### config.mk
export PLATFORM = sky130hd
export DESIGN_NAME = video_top
export DESIGN_NICKNAME = d
export VERILOG_FILES = /design/src/source/video_pkg.sv /design/src/source/video_timing.sv /design/src/source/tile_layer.sv /design/src/source/color_mixer.sv /design/src/source/video_top.sv
export SDC_FILE = /design/constraint.sdc
export NUM_CORES = 1
export LEC_CHECK = 0
export BUFFER_PORTS_ARGS = -buffer_cell sky130_fd_sc_hd__buf_4
export CAP_MARGIN = 20
export CORE_UTILIZATION = 50
export CTS_BUF_LIST = sky130_fd_sc_hd__clkbuf_8 sky130_fd_sc_hd__clkbuf_16
export DETAILED_ROUTE_END_ITERATION = 7
export PLACE_DENSITY = 0.72
export REMOVE_ABC_BUFFERS = 1
export SYNTH_ARGS = -nofsm -noshare
export SYNTH_HDL_FRONTEND = slang
export SYNTH_HIERARCHICAL = 1
export SYNTH_SLANG_ARGS = --single-unit
### constraint.sdc
create_clock -name clk -period 3.14 [get_ports clk]
set_input_delay 0.471 -clock clk [delete_from_list [all_inputs] [get_ports clk]]
set_output_delay 0.471 -clock clk [all_outputs]
set_load 0.03 [all_outputs]
### src/source/video_pkg.sv
// Shared raster geometry and vector types for the tile video path
// Raster is tiny on purpose, 48x32 visible inside 64x40 total
// Cell bytes are direct 3:3:2 RGB, zero is transparent
// Cell edge must be a power of two, the address is taken from counter bits
package video_pkg;

    // Horizontal raster in pixels
    localparam int h_total      = 64;
    localparam int h_active     = 48;
    localparam int h_sync_start = 52;  // Sync high for 52..55
    localparam int h_sync_end   = 56;

    // Vertical raster in lines
    localparam int v_total      = 40;
    localparam int v_active     = 32;
    localparam int v_sync_start = 34;  // Two sync lines
    localparam int v_sync_end   = 36;

    // Cell grid
    localparam int cell_size  = 8;
    localparam int cell_shift = $clog2(cell_size);  // Counter bits below the cell index
    localparam int cols       = h_active / cell_size;
    localparam int rows       = v_active / cell_size;
    localparam int cells      = rows * cols;        // RAM entries per layer

    // Layer count, index 0 wins
    localparam int num_layers = 2;

    typedef logic [$clog2(h_total)-1:0]    hcnt_t;
    typedef logic [$clog2(v_total)-1:0]    vcnt_t;
    typedef logic [$clog2(cells)-1:0]      cell_addr_t;  // row * cols + col
    typedef logic [7:0]                    color_t;      // R3 G3 B2
    typedef logic [$clog2(num_layers)-1:0] layer_sel_t;

endpackage

### src/source/video_timing.sv
// Raster timing for the tile layers and the mixer
// pxl_cen is clk divided by two, first pulse two cycles after reset
// Blanking and sync are registered and move with the counters
// wr_ready is simply the half of each pixel period with no RAM read
module video_timing
    import video_pkg::*;
(
    input  logic  clk,
    input  logic  rst_n,
    output logic  pxl_cen,
    output hcnt_t hcnt,
    output vcnt_t vcnt,
    output logic  hblank,
    output logic  vblank,
    output logic  hsync,
    output logic  vsync,
    output logic  wr_ready
);

    hcnt_t h_next;
    vcnt_t v_next;
    logic  line_end;
    logic  frame_end;

    assign line_end  = hcnt == hcnt_t'(h_total - 1);
    assign frame_end = vcnt == vcnt_t'(v_total - 1);

    // Next raster position, vertical only moves at line end
    always_comb begin
        h_next = line_end ? '0 : hcnt + 1'b1;
        v_next = vcnt;
        if (line_end) begin
            v_next = frame_end ? '0 : vcnt + 1'b1;
        end
    end

    // Pixel clock enable
    always_ff @(posedge clk or negedge rst_n) begin
        if (!rst_n) begin
            pxl_cen <= 1'b0;
        end else begin
            pxl_cen <= ~pxl_cen;
        end
    end

    // Counters plus decoded strobes, all on the same pxl_cen edge
    always_ff @(posedge clk or negedge rst_n) begin
        if (!rst_n) begin
            hcnt   <= '0;
            vcnt   <= '0;
            hblank <= 1'b0;  // (0,0) is visible
            vblank <= 1'b0;
            hsync  <= 1'b0;
            vsync  <= 1'b0;
        end else if (pxl_cen) begin
            hcnt   <= h_next;
            vcnt   <= v_next;
            // Decode from the next value so strobes line up with the counters
            hblank <= h_next >= hcnt_t'(h_active);
            vblank <= v_next >= vcnt_t'(v_active);
            hsync  <= (h_next >= hcnt_t'(h_sync_start)) &&
                      (h_next <  hcnt_t'(h_sync_end));
            vsync  <= (v_next >= vcnt_t'(v_sync_start)) &&
                      (v_next <  vcnt_t'(v_sync_end));
        end
    end

    // CPU slot while layers are idle
    // Never low for more than one clk
    assign wr_ready = ~pxl_cen;

endmodule

### src/source/tile_layer.sv
// One tile layer, a byte per 8x8 cell, byte is the RGB colour itself
// All layers share the write port, only layer_id == wr_layer stores
// Writes only land in the wr_ready half, reads only on pxl_cen
// so the RAM never sees both in the same cycle
// pix lags the counters by one pixel period
module tile_layer
    import video_pkg::*;
#(
    parameter int layer_id = 0  // 0 .. num_layers-1
) (
    input  logic       clk,
    input  logic       rst_n,
    input  logic       pxl_cen,
    input  hcnt_t      hcnt,
    input  vcnt_t      vcnt,
    input  logic       wr_valid,
    input  logic       wr_ready,
    input  layer_sel_t wr_layer,
    input  cell_addr_t wr_addr,
    input  color_t     wr_data,
    output color_t     pix
);

    color_t     ram [cells];  // Cell colours
    logic       wr_en;
    logic       h_vis;
    logic       v_vis;
    logic       active;
    hcnt_t      col;
    vcnt_t      row;
    cell_addr_t rd_addr;

    // Handshake completes this edge and the byte is ours
    assign wr_en = wr_valid && wr_ready && (wr_layer == layer_sel_t'(layer_id));

    // Visible window
    assign h_vis  = hcnt < hcnt_t'(h_active);
    assign v_vis  = vcnt < vcnt_t'(v_active);
    assign active = h_vis && v_vis;

    // Cell index from bits above the cell edge
    assign col     = hcnt >> cell_shift;
    assign row     = vcnt >> cell_shift;
    assign rd_addr = cell_addr_t'(int'(row) * cols + int'(col));  // Only in range when active

    // Cell RAM, cleared to transparent in reset
    always_ff @(posedge clk or negedge rst_n) begin
        if (!rst_n) begin
            for (int i = 0; i < cells; i++) begin
                ram[i] <= '0;
            end
        end else if (wr_en) begin
            ram[wr_addr] <= wr_data;
        end
    end

    // Fetch for the position on the counters now
    always_ff @(posedge clk or negedge rst_n) begin
        if (!rst_n) begin
            pix <= '0;
        end else if (pxl_cen) begin
            if (active) begin
                pix <= ram[rd_addr];
            end else begin
                pix <= '0;  // Transparent outside the window
            end
        end
    end

endmodule

### src/source/color_mixer.sv
// Priority mixer for the tile layers, lowest index in front
// Layer pixels arrive one pixel period after the counters
// Blank and sync get a two stage delay to stay aligned with the colour
// Outputs come out of reset black and blanked
module color_mixer
    import video_pkg::*;
(
    input  logic       clk,
    input  logic       rst_n,
    input  logic       pxl_cen,
    input  color_t     layer_pix [num_layers],
    input  logic       hblank,
    input  logic       vblank,
    input  logic       hsync,
    input  logic       vsync,
    output logic [2:0] red,
    output logic [2:0] green,
    output logic [1:0] blue,
    output logic       blank,
    output logic       hsync_out,
    output logic       vsync_out
);

    color_t mix;
    color_t out_color;
    logic   blank_d1;  // Aligned with layer_pix
    logic   hsync_d1;
    logic   vsync_d1;

    // Walk from the back so layer 0 ends up on top
    always_comb begin
        mix = '0;  // Black if nothing opaque
        for (int i = num_layers - 1; i >= 0; i--) begin
            if (layer_pix[i] != '0) begin
                mix = layer_pix[i];
            end
        end
    end

    always_ff @(posedge clk or negedge rst_n) begin
        if (!rst_n) begin
            blank_d1  <= 1'b1;
            hsync_d1  <= 1'b0;
            vsync_d1  <= 1'b0;
            out_color <= '0;
            blank     <= 1'b1;
            hsync_out <= 1'b0;
            vsync_out <= 1'b0;
        end else if (pxl_cen) begin
            // First stage, matches the layer fetch
            blank_d1  <= hblank | vblank;
            hsync_d1  <= hsync;
            vsync_d1  <= vsync;
            // Second stage, matches the colour register
            out_color <= blank_d1 ? '0 : mix;
            blank     <= blank_d1;
            hsync_out <= hsync_d1;
            vsync_out <= vsync_d1;
        end
    end

    assign red   = out_color[7:5];
    assign green = out_color[4:2];
    assign blue  = out_color[1:0];

endmodule

### src/source/video_top.sv
// Tile video top, timing plus layers plus mixer
// RGB, blank and sync trail the raster counters by two pixel periods
// Writer must hold its fields while wr_valid is high and wr_ready low
module video_top
    import video_pkg::*;
(
    input  logic       clk,
    input  logic       rst_n,
    input  logic       wr_valid,
    input  layer_sel_t wr_layer,
    input  cell_addr_t wr_addr,
    input  color_t     wr_data,
    output logic       wr_ready,
    output logic       pxl_cen,
    output logic [2:0] red,
    output logic [2:0] green,
    output logic [1:0] blue,
    output logic       blank,
    output logic       hsync,
    output logic       vsync
);

    hcnt_t  hcnt;
    vcnt_t  vcnt;
    logic   hblank;
    logic   vblank;
    logic   raw_hsync;  // Counter aligned, before the mixer delay
    logic   raw_vsync;
    color_t layer_pix [num_layers];

    video_timing u_timing (
        .clk      ( clk       ),
        .rst_n    ( rst_n     ),
        .pxl_cen  ( pxl_cen   ),
        .hcnt     ( hcnt      ),
        .vcnt     ( vcnt      ),
        .hblank   ( hblank    ),
        .vblank   ( vblank    ),
        .hsync    ( raw_hsync ),
        .vsync    ( raw_vsync ),
        .wr_ready ( wr_ready  )
    );

    // One layer per index, same write port to all
    for (genvar i = 0; i < num_layers; i++) begin : g_layer
        tile_layer #(
            .layer_id ( i )
        ) u_layer (
            .clk      ( clk          ),
            .rst_n    ( rst_n        ),
            .pxl_cen  ( pxl_cen      ),
            .hcnt     ( hcnt         ),
            .vcnt     ( vcnt         ),
            .wr_valid ( wr_valid     ),
            .wr_ready ( wr_ready     ),
            .wr_layer ( wr_layer     ),
            .wr_addr  ( wr_addr      ),
            .wr_data  ( wr_data      ),
            .pix      ( layer_pix[i] )
        );
    end

    color_mixer u_mixer (
        .clk       ( clk       ),
        .rst_n     ( rst_n     ),
        .pxl_cen   ( pxl_cen   ),
        .layer_pix ( layer_pix ),
        .hblank    ( hblank    ),
        .vblank    ( vblank    ),
        .hsync     ( raw_hsync ),
        .vsync     ( raw_vsync ),
        .red       ( red       ),
        .green     ( green     ),
        .blue      ( blue      ),
        .blank     ( blank     ),
        .hsync_out ( hsync     ),
        .vsync_out ( vsync     )
    );

endmodule

# [After elaboration in Yosys (flattened, before gate mapping)]
# Cells that the tools add are included.
[op_classes] n_addsub=3 mul=1 order_cmp=11 eq_ne=2 muxes=18 bitwise_logic=5 reduce_logical=9
[ops] cell="bitwise mux 192 bit" count=2
[ops] cell="binary-select mux 8 bit (select 5 bit)" count=2
[ops] cell="two-way mux 8 bit" count=10
[ops] cell="demux 8 bit (select 5 bit)" count=1
[ops] cell=">= comparator 6 bit (second input constant)" count=6
[ops] cell="less-than comparator 6 bit (second input constant)" count=4
[ops] cell="two-way mux 6 bit" count=3
[ops] cell="nonzero test 8 bit" count=2
[ops] cell="adder 6 x 1 -> 6 bit (second input constant)" count=2
[ops] cell="== test 6 bit (second input constant)" count=2
[ops] cell="inverter 5 -> 6 bit" count=2
[ops] cell="logical AND 1 bit" count=7
[ops] cell="less-than comparator 6 x 1 -> 1 bit (second input constant)" count=1
[ops] cell="adder 5 x 4 -> 5 bit" count=1
[ops] cell="multiplier 3 x 2 -> 4 bit (second input constant)" count=1
[ops] cell="inverter 1 bit" count=2
[ops] cell="bitwise OR 1 bit" count=1
[totals] regBits=431 input_bits=17 out_inout_bits=13 word_cells=113

# [Longest topological paths before layout]
[depth] ltp_word=7 ltp_mapped=10 depth_no_buf=8

# [Hierarchy]
# The synthesis kept the hierarchy.
[by_module_without_submodules] module="tile_layer (g_layer[0].u_layer)" n_inst=1 cells_each=631 area_each_um2=9477.8 seq_area_each_um2=5004.8
[by_module_without_submodules] module="tile_layer (g_layer[1].u_layer)" n_inst=1 cells_each=616 area_each_um2=9336.5 seq_area_each_um2=5004.8
[by_module_without_submodules] module="video_timing" n_inst=1 cells_each=94 area_each_um2=962.2 seq_area_each_um2=425.4
[by_module_without_submodules] module="color_mixer" n_inst=1 cells_each=66 area_each_um2=734.5 seq_area_each_um2=352.8

# [Least setup slack after synthesis]
# OpenSTA, ideal clock, no wires.
[synth_path] path_kind="reg-to-reg" startpoint="register u_timing.pxl_cen" endpoint="register g_layer[0].u_layer/ram[176] (netlist bit)" setup_time_ns=0.128 arrival_ns=2.676 required_time_ns=3.012 slack_ns=0.336 path_stages_with_launch=9 n_path_buf=3 period_less_slack_ns=2.804 path_cell_list="dfrtp_1 -> inv_1 -> clkbuf_1 -> nand2_1 -> or4_1 -> buf_2 -> nor2b_1 -> buf_2 -> mux2_1"
[synth_between] elab_chain_cells=3
[synth_rtl] item="start, declared" line="video_timing.sv:10" rtl="output logic pxl_cen,"
[synth_rtl] item="start signal, assigned" line="video_timing.sv:42" rtl="pxl_cen <= ~pxl_cen;"
[synth_rtl] item="inverter 1 bit" line="video_timing.sv:70" rtl="assign wr_ready = ~pxl_cen;"
[synth_rtl] item="named net wr_ready" line="video_top.sv:13" rtl="output logic wr_ready,"
[synth_rtl] item="logical AND 1 bit (2 in series)" line="tile_layer.sv:34" rtl="assign wr_en = wr_valid && wr_ready && (wr_layer == layer_sel_t'(layer_id));"
[synth_rtl] item="end signal, assigned by index" line="tile_layer.sv:53" rtl="ram[wr_addr] <= wr_data;"
[synth_rtl] item="end, declared" line="tile_layer.sv:24" rtl="color_t ram [cells];"
# The timed path passes the listed nets, and every way through them passes these cells.
# A chain may end at the register's enable or synchronous reset.

# [Final worst setup path]
[layout_path] startpoint="register u_timing.vcnt[3]" endpoint="register g_layer[1].u_layer.pix[3]"
[layout_between] elab_chain_cells=7 word_cells_on_any_way=9 cone_classes="1 x add/sub; 1 x mul; 1 x order compare; 4 x mux; 1 x bitwise; 1 x reduce/logical"
[layout_rtl] item="start, declared" line="video_timing.sv:12" rtl="output vcnt_t vcnt,"
[layout_rtl] item="start signal, assigned" line="video_timing.sv:57" rtl="vcnt <= v_next;"
[layout_rtl] item="multiplier 3 x 2 -> 4 bit" line="tile_layer.sv:44" rtl="assign rd_addr = cell_addr_t'(int'(row) * cols + int'(col));"
[layout_rtl] item="adder 5 x 4 -> 5 bit" line="tile_layer.sv:44"
[layout_rtl] item="inverter 5 -> 6 bit (implied by the code)" line="tile_layer.sv:63" rtl="pix <= ram[rd_addr];"
[layout_rtl] item="binary-select mux 8 bit (select 5 bit)" line="tile_layer.sv:63"
[layout_rtl] item="two-way mux 8 bit (implied by the code) (2 in series)" line="tile_layer.sv:63"
[layout_rtl] item="two-way mux 8 bit (*)" line="tile_layer.sv:62" rtl="if (active) begin"
[layout_rtl] item="end signal, assigned" line="tile_layer.sv:63"
[layout_rtl] item="end, declared" line="tile_layer.sv:21" rtl="output color_t pix"
# Every way passes the cells marked *; elsewhere a longest branch is shown, timed or not. The select of a mux whose other input is x is not followed.

==> flow_summary_export.csv <==
group,metric,value,unit
critical_path,worst_setup_path_start_kind,"flip-flop",
critical_path,cp.depth,9,
pwr,p_leak,11.4,nW
synthesis,post_synth_most_frequent_cells,"429 x sky130_fd_sc_hd__dfrtp_1, 322 x sky130_fd_sc_hd__mux2_2, 80 x sky130_fd_sc_hd__mux2_1, 65 x sky130_fd_sc_hd__mux4_2, 59 x sky130_fd_sc_hd__mux2i_1",
timing,postLayoutSetupSlackWorst,256,ps
timing,clock.fmax,347,MHz
clock_network,cts_sinks,431,
timing,grt_setup_unrepaired,"false",
clock_network,cts_hold_buf,1,
global_route,antenna_found_initial,0,
global_route,global_route.usage.total,24.4,%
routing,drt_first_pass_iters,8,
run,cap_viol_max_count,0,
layout,final.fill_count,3121,
global_route,vias_in_the_first_global_route,12900,
timing,clock-skew-final,11.1,ps
synthesis,yosys_most_used_dff,"sky130_fd_sc_hd__dfrtp_1",
critical_path,path_cells,"ha_1 -> inv_1 -> fa_2 -> buf_4 -> mux4_2 -> mux2i_1 -> nand2_1 -> nand3_1 -> o221ai_1",
global_route,grt-ovfl-total,0,
synthesis,asyncSetResetFlopFracSynth,100,%
floorplanning,die_area,41800,sq um
critical_path,cp-endpoint,"g_layer[1].u_layer/pix[3]",
critical_path,worst_setup_slack_for_register_to_register_paths,260,ps
placement,dpl_cell_area,21500,sq um
placement,place.gp.congestion,0.894,
routing,antenna_left,0,
routing,route.detailed.drc,0,
hold_path,worstHoldPathType,"reg2reg",
routing,route.detailed.vias_per_inst,6.08,
critical_path,reg2reg_to,"g_layer[1].u_layer/pix[3]",
timing,maxSlewHeadroom,50.7,%
placement,dp_hpwl,31.0,mm
timing,timing.final.crit_share,91.9,%
timing,period_needed,2880,ps
routing,drt_first_iter_violations,1043,
clock_network,max-clock-path-buffers,3,
synthesis,sequential_fraction_of_the_synthesis_area,52.6,%
critical_path,worst_setup_path_startpoint,"u_timing/vcnt[3]",
synthesis,mappedNetlistArea,20500,sq um
layout,drive_above_1_share,39.4,%
floorplanning,core-area,40100,sq um
clock_network,clock-root-buffer,"sky130_fd_sc_hd__clkbuf_16",
clock_network,worst_skew_pair.late_latency,560,ps
clock_network,htreeDepth,2,
synthesis,synth.most_common_cell,"sky130_fd_sc_hd__dfrtp_1",
global_route,grt_first_pass_wirelength,77.3,mm
timing,setup_viol_count_final,0,
floorplanning,floorplan.initialDensity,51.2,%
timing,finalMaxSlewViolations,0,
synthesis,synthesized_area_per_cell,14.6,sq um
clock_network,post-cts-setup-buffer-count,0,
critical_path,regToRegStartpoint,"u_timing/vcnt[3]",
synthesis,synth-warning-count,6,
critical_path,crit_path_max_fanout,13,
global_route,grt_max_degree,72,
synthesis,netlist_instances,1407,
routing,wirelength,48.0,mm
critical_path,timing.critical_path.arrival,3300,ps
synthesis,yosysTopAreaCellShare,52.3,%
critical_path,top_delay_family_on_crit_path,"adder cells",
placement,detailedPlace.worstSlack,322,ps
routing,route.detailed.wl_per_inst,24.0,um
clock_network,path_clk_slew,60,ps
critical_path,cp_slowest_cell,"sky130_fd_sc_hd__fa_2",
synthesis,synth.largest_area_cell,"sky130_fd_sc_hd__dfrtp_1",
layout,final_util,57.5,%
clock_network,postCtsResizedCells,0,
critical_path,critPathCaptureType,"flip-flop",
synthesis,netlist_top_cells_area,"sky130_fd_sc_hd__dfrtp_1 52%, sky130_fd_sc_hd__mux2_2 18%, sky130_fd_sc_hd__mux4_2 7.1%",
timing,hold_ws,482,ps
clock_network,tritoncts.num_buffers,45,
routing,routed-via-count,12200,
critical_path,cp.required,3560,ps
critical_path,crit_type,"reg2reg",
synthesis,synth-edff-count,0,
layout,antenna_cells_inserted,0,
floorplanning,ios,30,
layout,fin_area,23100,sq um
synthesis,yosys_register_bits,431,
floorplanning,height_of_the_die,205,um
critical_path,worstRegToRegCells,9,
placement,port_buffers,29,
critical_path,worstPathBufferInverterCount,2,
critical_path,worst_path_largest_cell_delay,770,ps
timing,timing_hold_violations_final,0,
layout,layout.nets,1475,
outcome,run_status,"completed",
floorplanning,floorplan.die.width,205,um
floorplanning,std_cell_rows,73,
pwr,vdd_ir_drop_max,0.000322,V
pwr,power_density,555,nW/um^2
timing,worst_slew_pin_slew,739,ps
synthesis,synth.distinct_cells,76,
clock_network,tritoncts,"done",
layout,layout-area-overhead-vs-synth,12.4,%
flip-flops by register name, summed over array words and instances, names as in the netlist:
name,flops
u_mixer/out_color,8
u_timing/hsync,1
u_timing/hcnt,6
u_mixer/hsync_out,1
u_mixer/blank,1
u_timing/vcnt,6
g_layer.u_layer/ram,384
u_timing/hblank,1
u_timing/vblank,1
u_mixer/vsync_d1,1
u_timing/vsync,1
u_mixer/hsync_d1,1
g_layer.u_layer/pix,16
u_mixer/blank_d1,1
u_timing/pxl_cen,1
u_mixer/vsync_out,1
area by class of cell:
| cell class | count | area [sq um] | share of cell area, % |
|---|---|---|---|
| timing repair buffer | 79 | 703 | 3.05 |
| multi-input combinational | 851 | 9170 | 39.8 |
| clock inverter | 23 | 312 | 1.35 |
| sequential | 431 | 10800 | 46.8 |
| inverter | 38 | 143 | 0.619 |
| clock buffer | 56 | 1280 | 5.54 |
| tap | 525 | 657 | 2.85 |
worst reg2reg max path: cells and delay by family, from the launching register on:
kind            cells  cell delay [ps]
buf+inv             2              280
flops               1              490
simple gates        2              200
compound gates      1              110
fa+ha+maj           2             1140
mux                 2              520
metrics by stage:
step / std cells / power, mW / TNS (ps)
after global placement: 1923 / 7.17 / 0
after global routing: 2003 / 13.3 / 0
after detailed placement: 1923 / 7.22 / 0
after floorplan: 1320 / 6.74 / -40140
after CTS: 2003 / 12.9 / 0
final: 2003 / 12.8 / 0
layer usage:
layer	vias up	track usage (%)	part of all wire [%]
li1	5310	-	-
met1	6489	35.8	46
met2	301	37.5	47
met3	73	4.12	5.0
met4	0	6.53	2.1
met5	-	0	0
report_power, final:
part           total, mW  internal (mW)  leakage [nW]  switching [mW]
registers           6.15           5.94          5.85           0.214
logic              0.959          0.487          4.73           0.472
clock network       5.68           3.52         0.808            2.17
total               12.8           9.94          11.4            2.85
worst min-delay path by stage:
stage	slack, ps	depth (start not counted)	end	from
6_report	480	1	g_layer[0].u_layer/ram[54]	g_layer[0].u_layer/ram[54]
3_5_place_dp	470	2	u_timing/vsync	u_timing/vsync
3_3_place_gp	460	1	g_layer[0].u_layer/ram[176]	g_layer[0].u_layer/ram[176]
5_1_grt	500	1	g_layer[1].u_layer/ram[175]	g_layer[1].u_layer/ram[175]
4_1_cts	490	2	g_layer[1].u_layer/ram[99]	rst_n
2_1_floorplan	180	0	g_layer[0].u_layer/pix[0]	rst_n
kinds of logic after synthesis:
logic type / Yosys count / synth area share [%]
multiplexers: 541 / 34.0
flip-flops: 431 / 52.6
AND/OR/NAND/NOR: 199 / 5.89
buffers and inverters: 125 / 2.75
AO/OA/AOI/OAI: 89 / 3.37
adder cells (fa/ha/maj): 12 / 0.878
XOR/XNOR: 10 / 0.519
placed cells by master (no fill, tap or decap), types with 7 or more instances in the layout:
master                      count
sky130_fd_sc_hd__a211oi_1      10
sky130_fd_sc_hd__a21oi_1       12
sky130_fd_sc_hd__a22oi_1       14
sky130_fd_sc_hd__buf_12         8
sky130_fd_sc_hd__buf_4         69
sky130_fd_sc_hd__bufinv_16      8
sky130_fd_sc_hd__clkbuf_16     45
sky130_fd_sc_hd__clkbuf_8      11
sky130_fd_sc_hd__dfrtp_1      428
sky130_fd_sc_hd__inv_1         41
sky130_fd_sc_hd__mux2_1        80
sky130_fd_sc_hd__mux2_2       322
sky130_fd_sc_hd__mux2i_1       59
sky130_fd_sc_hd__mux4_1        15
sky130_fd_sc_hd__mux4_2        65
sky130_fd_sc_hd__nand2_1       58
sky130_fd_sc_hd__nand2b_1       8
sky130_fd_sc_hd__nand3_1       15
sky130_fd_sc_hd__nand3b_1      10
sky130_fd_sc_hd__nand4_1       10
sky130_fd_sc_hd__nor2_1        16
sky130_fd_sc_hd__nor2_2        10
sky130_fd_sc_hd__nor2_4        10
sky130_fd_sc_hd__nor2b_1       20
sky130_fd_sc_hd__o221ai_1      11
sky130_fd_sc_hd__o311ai_1       7
(Power assumes the default switching activity.)
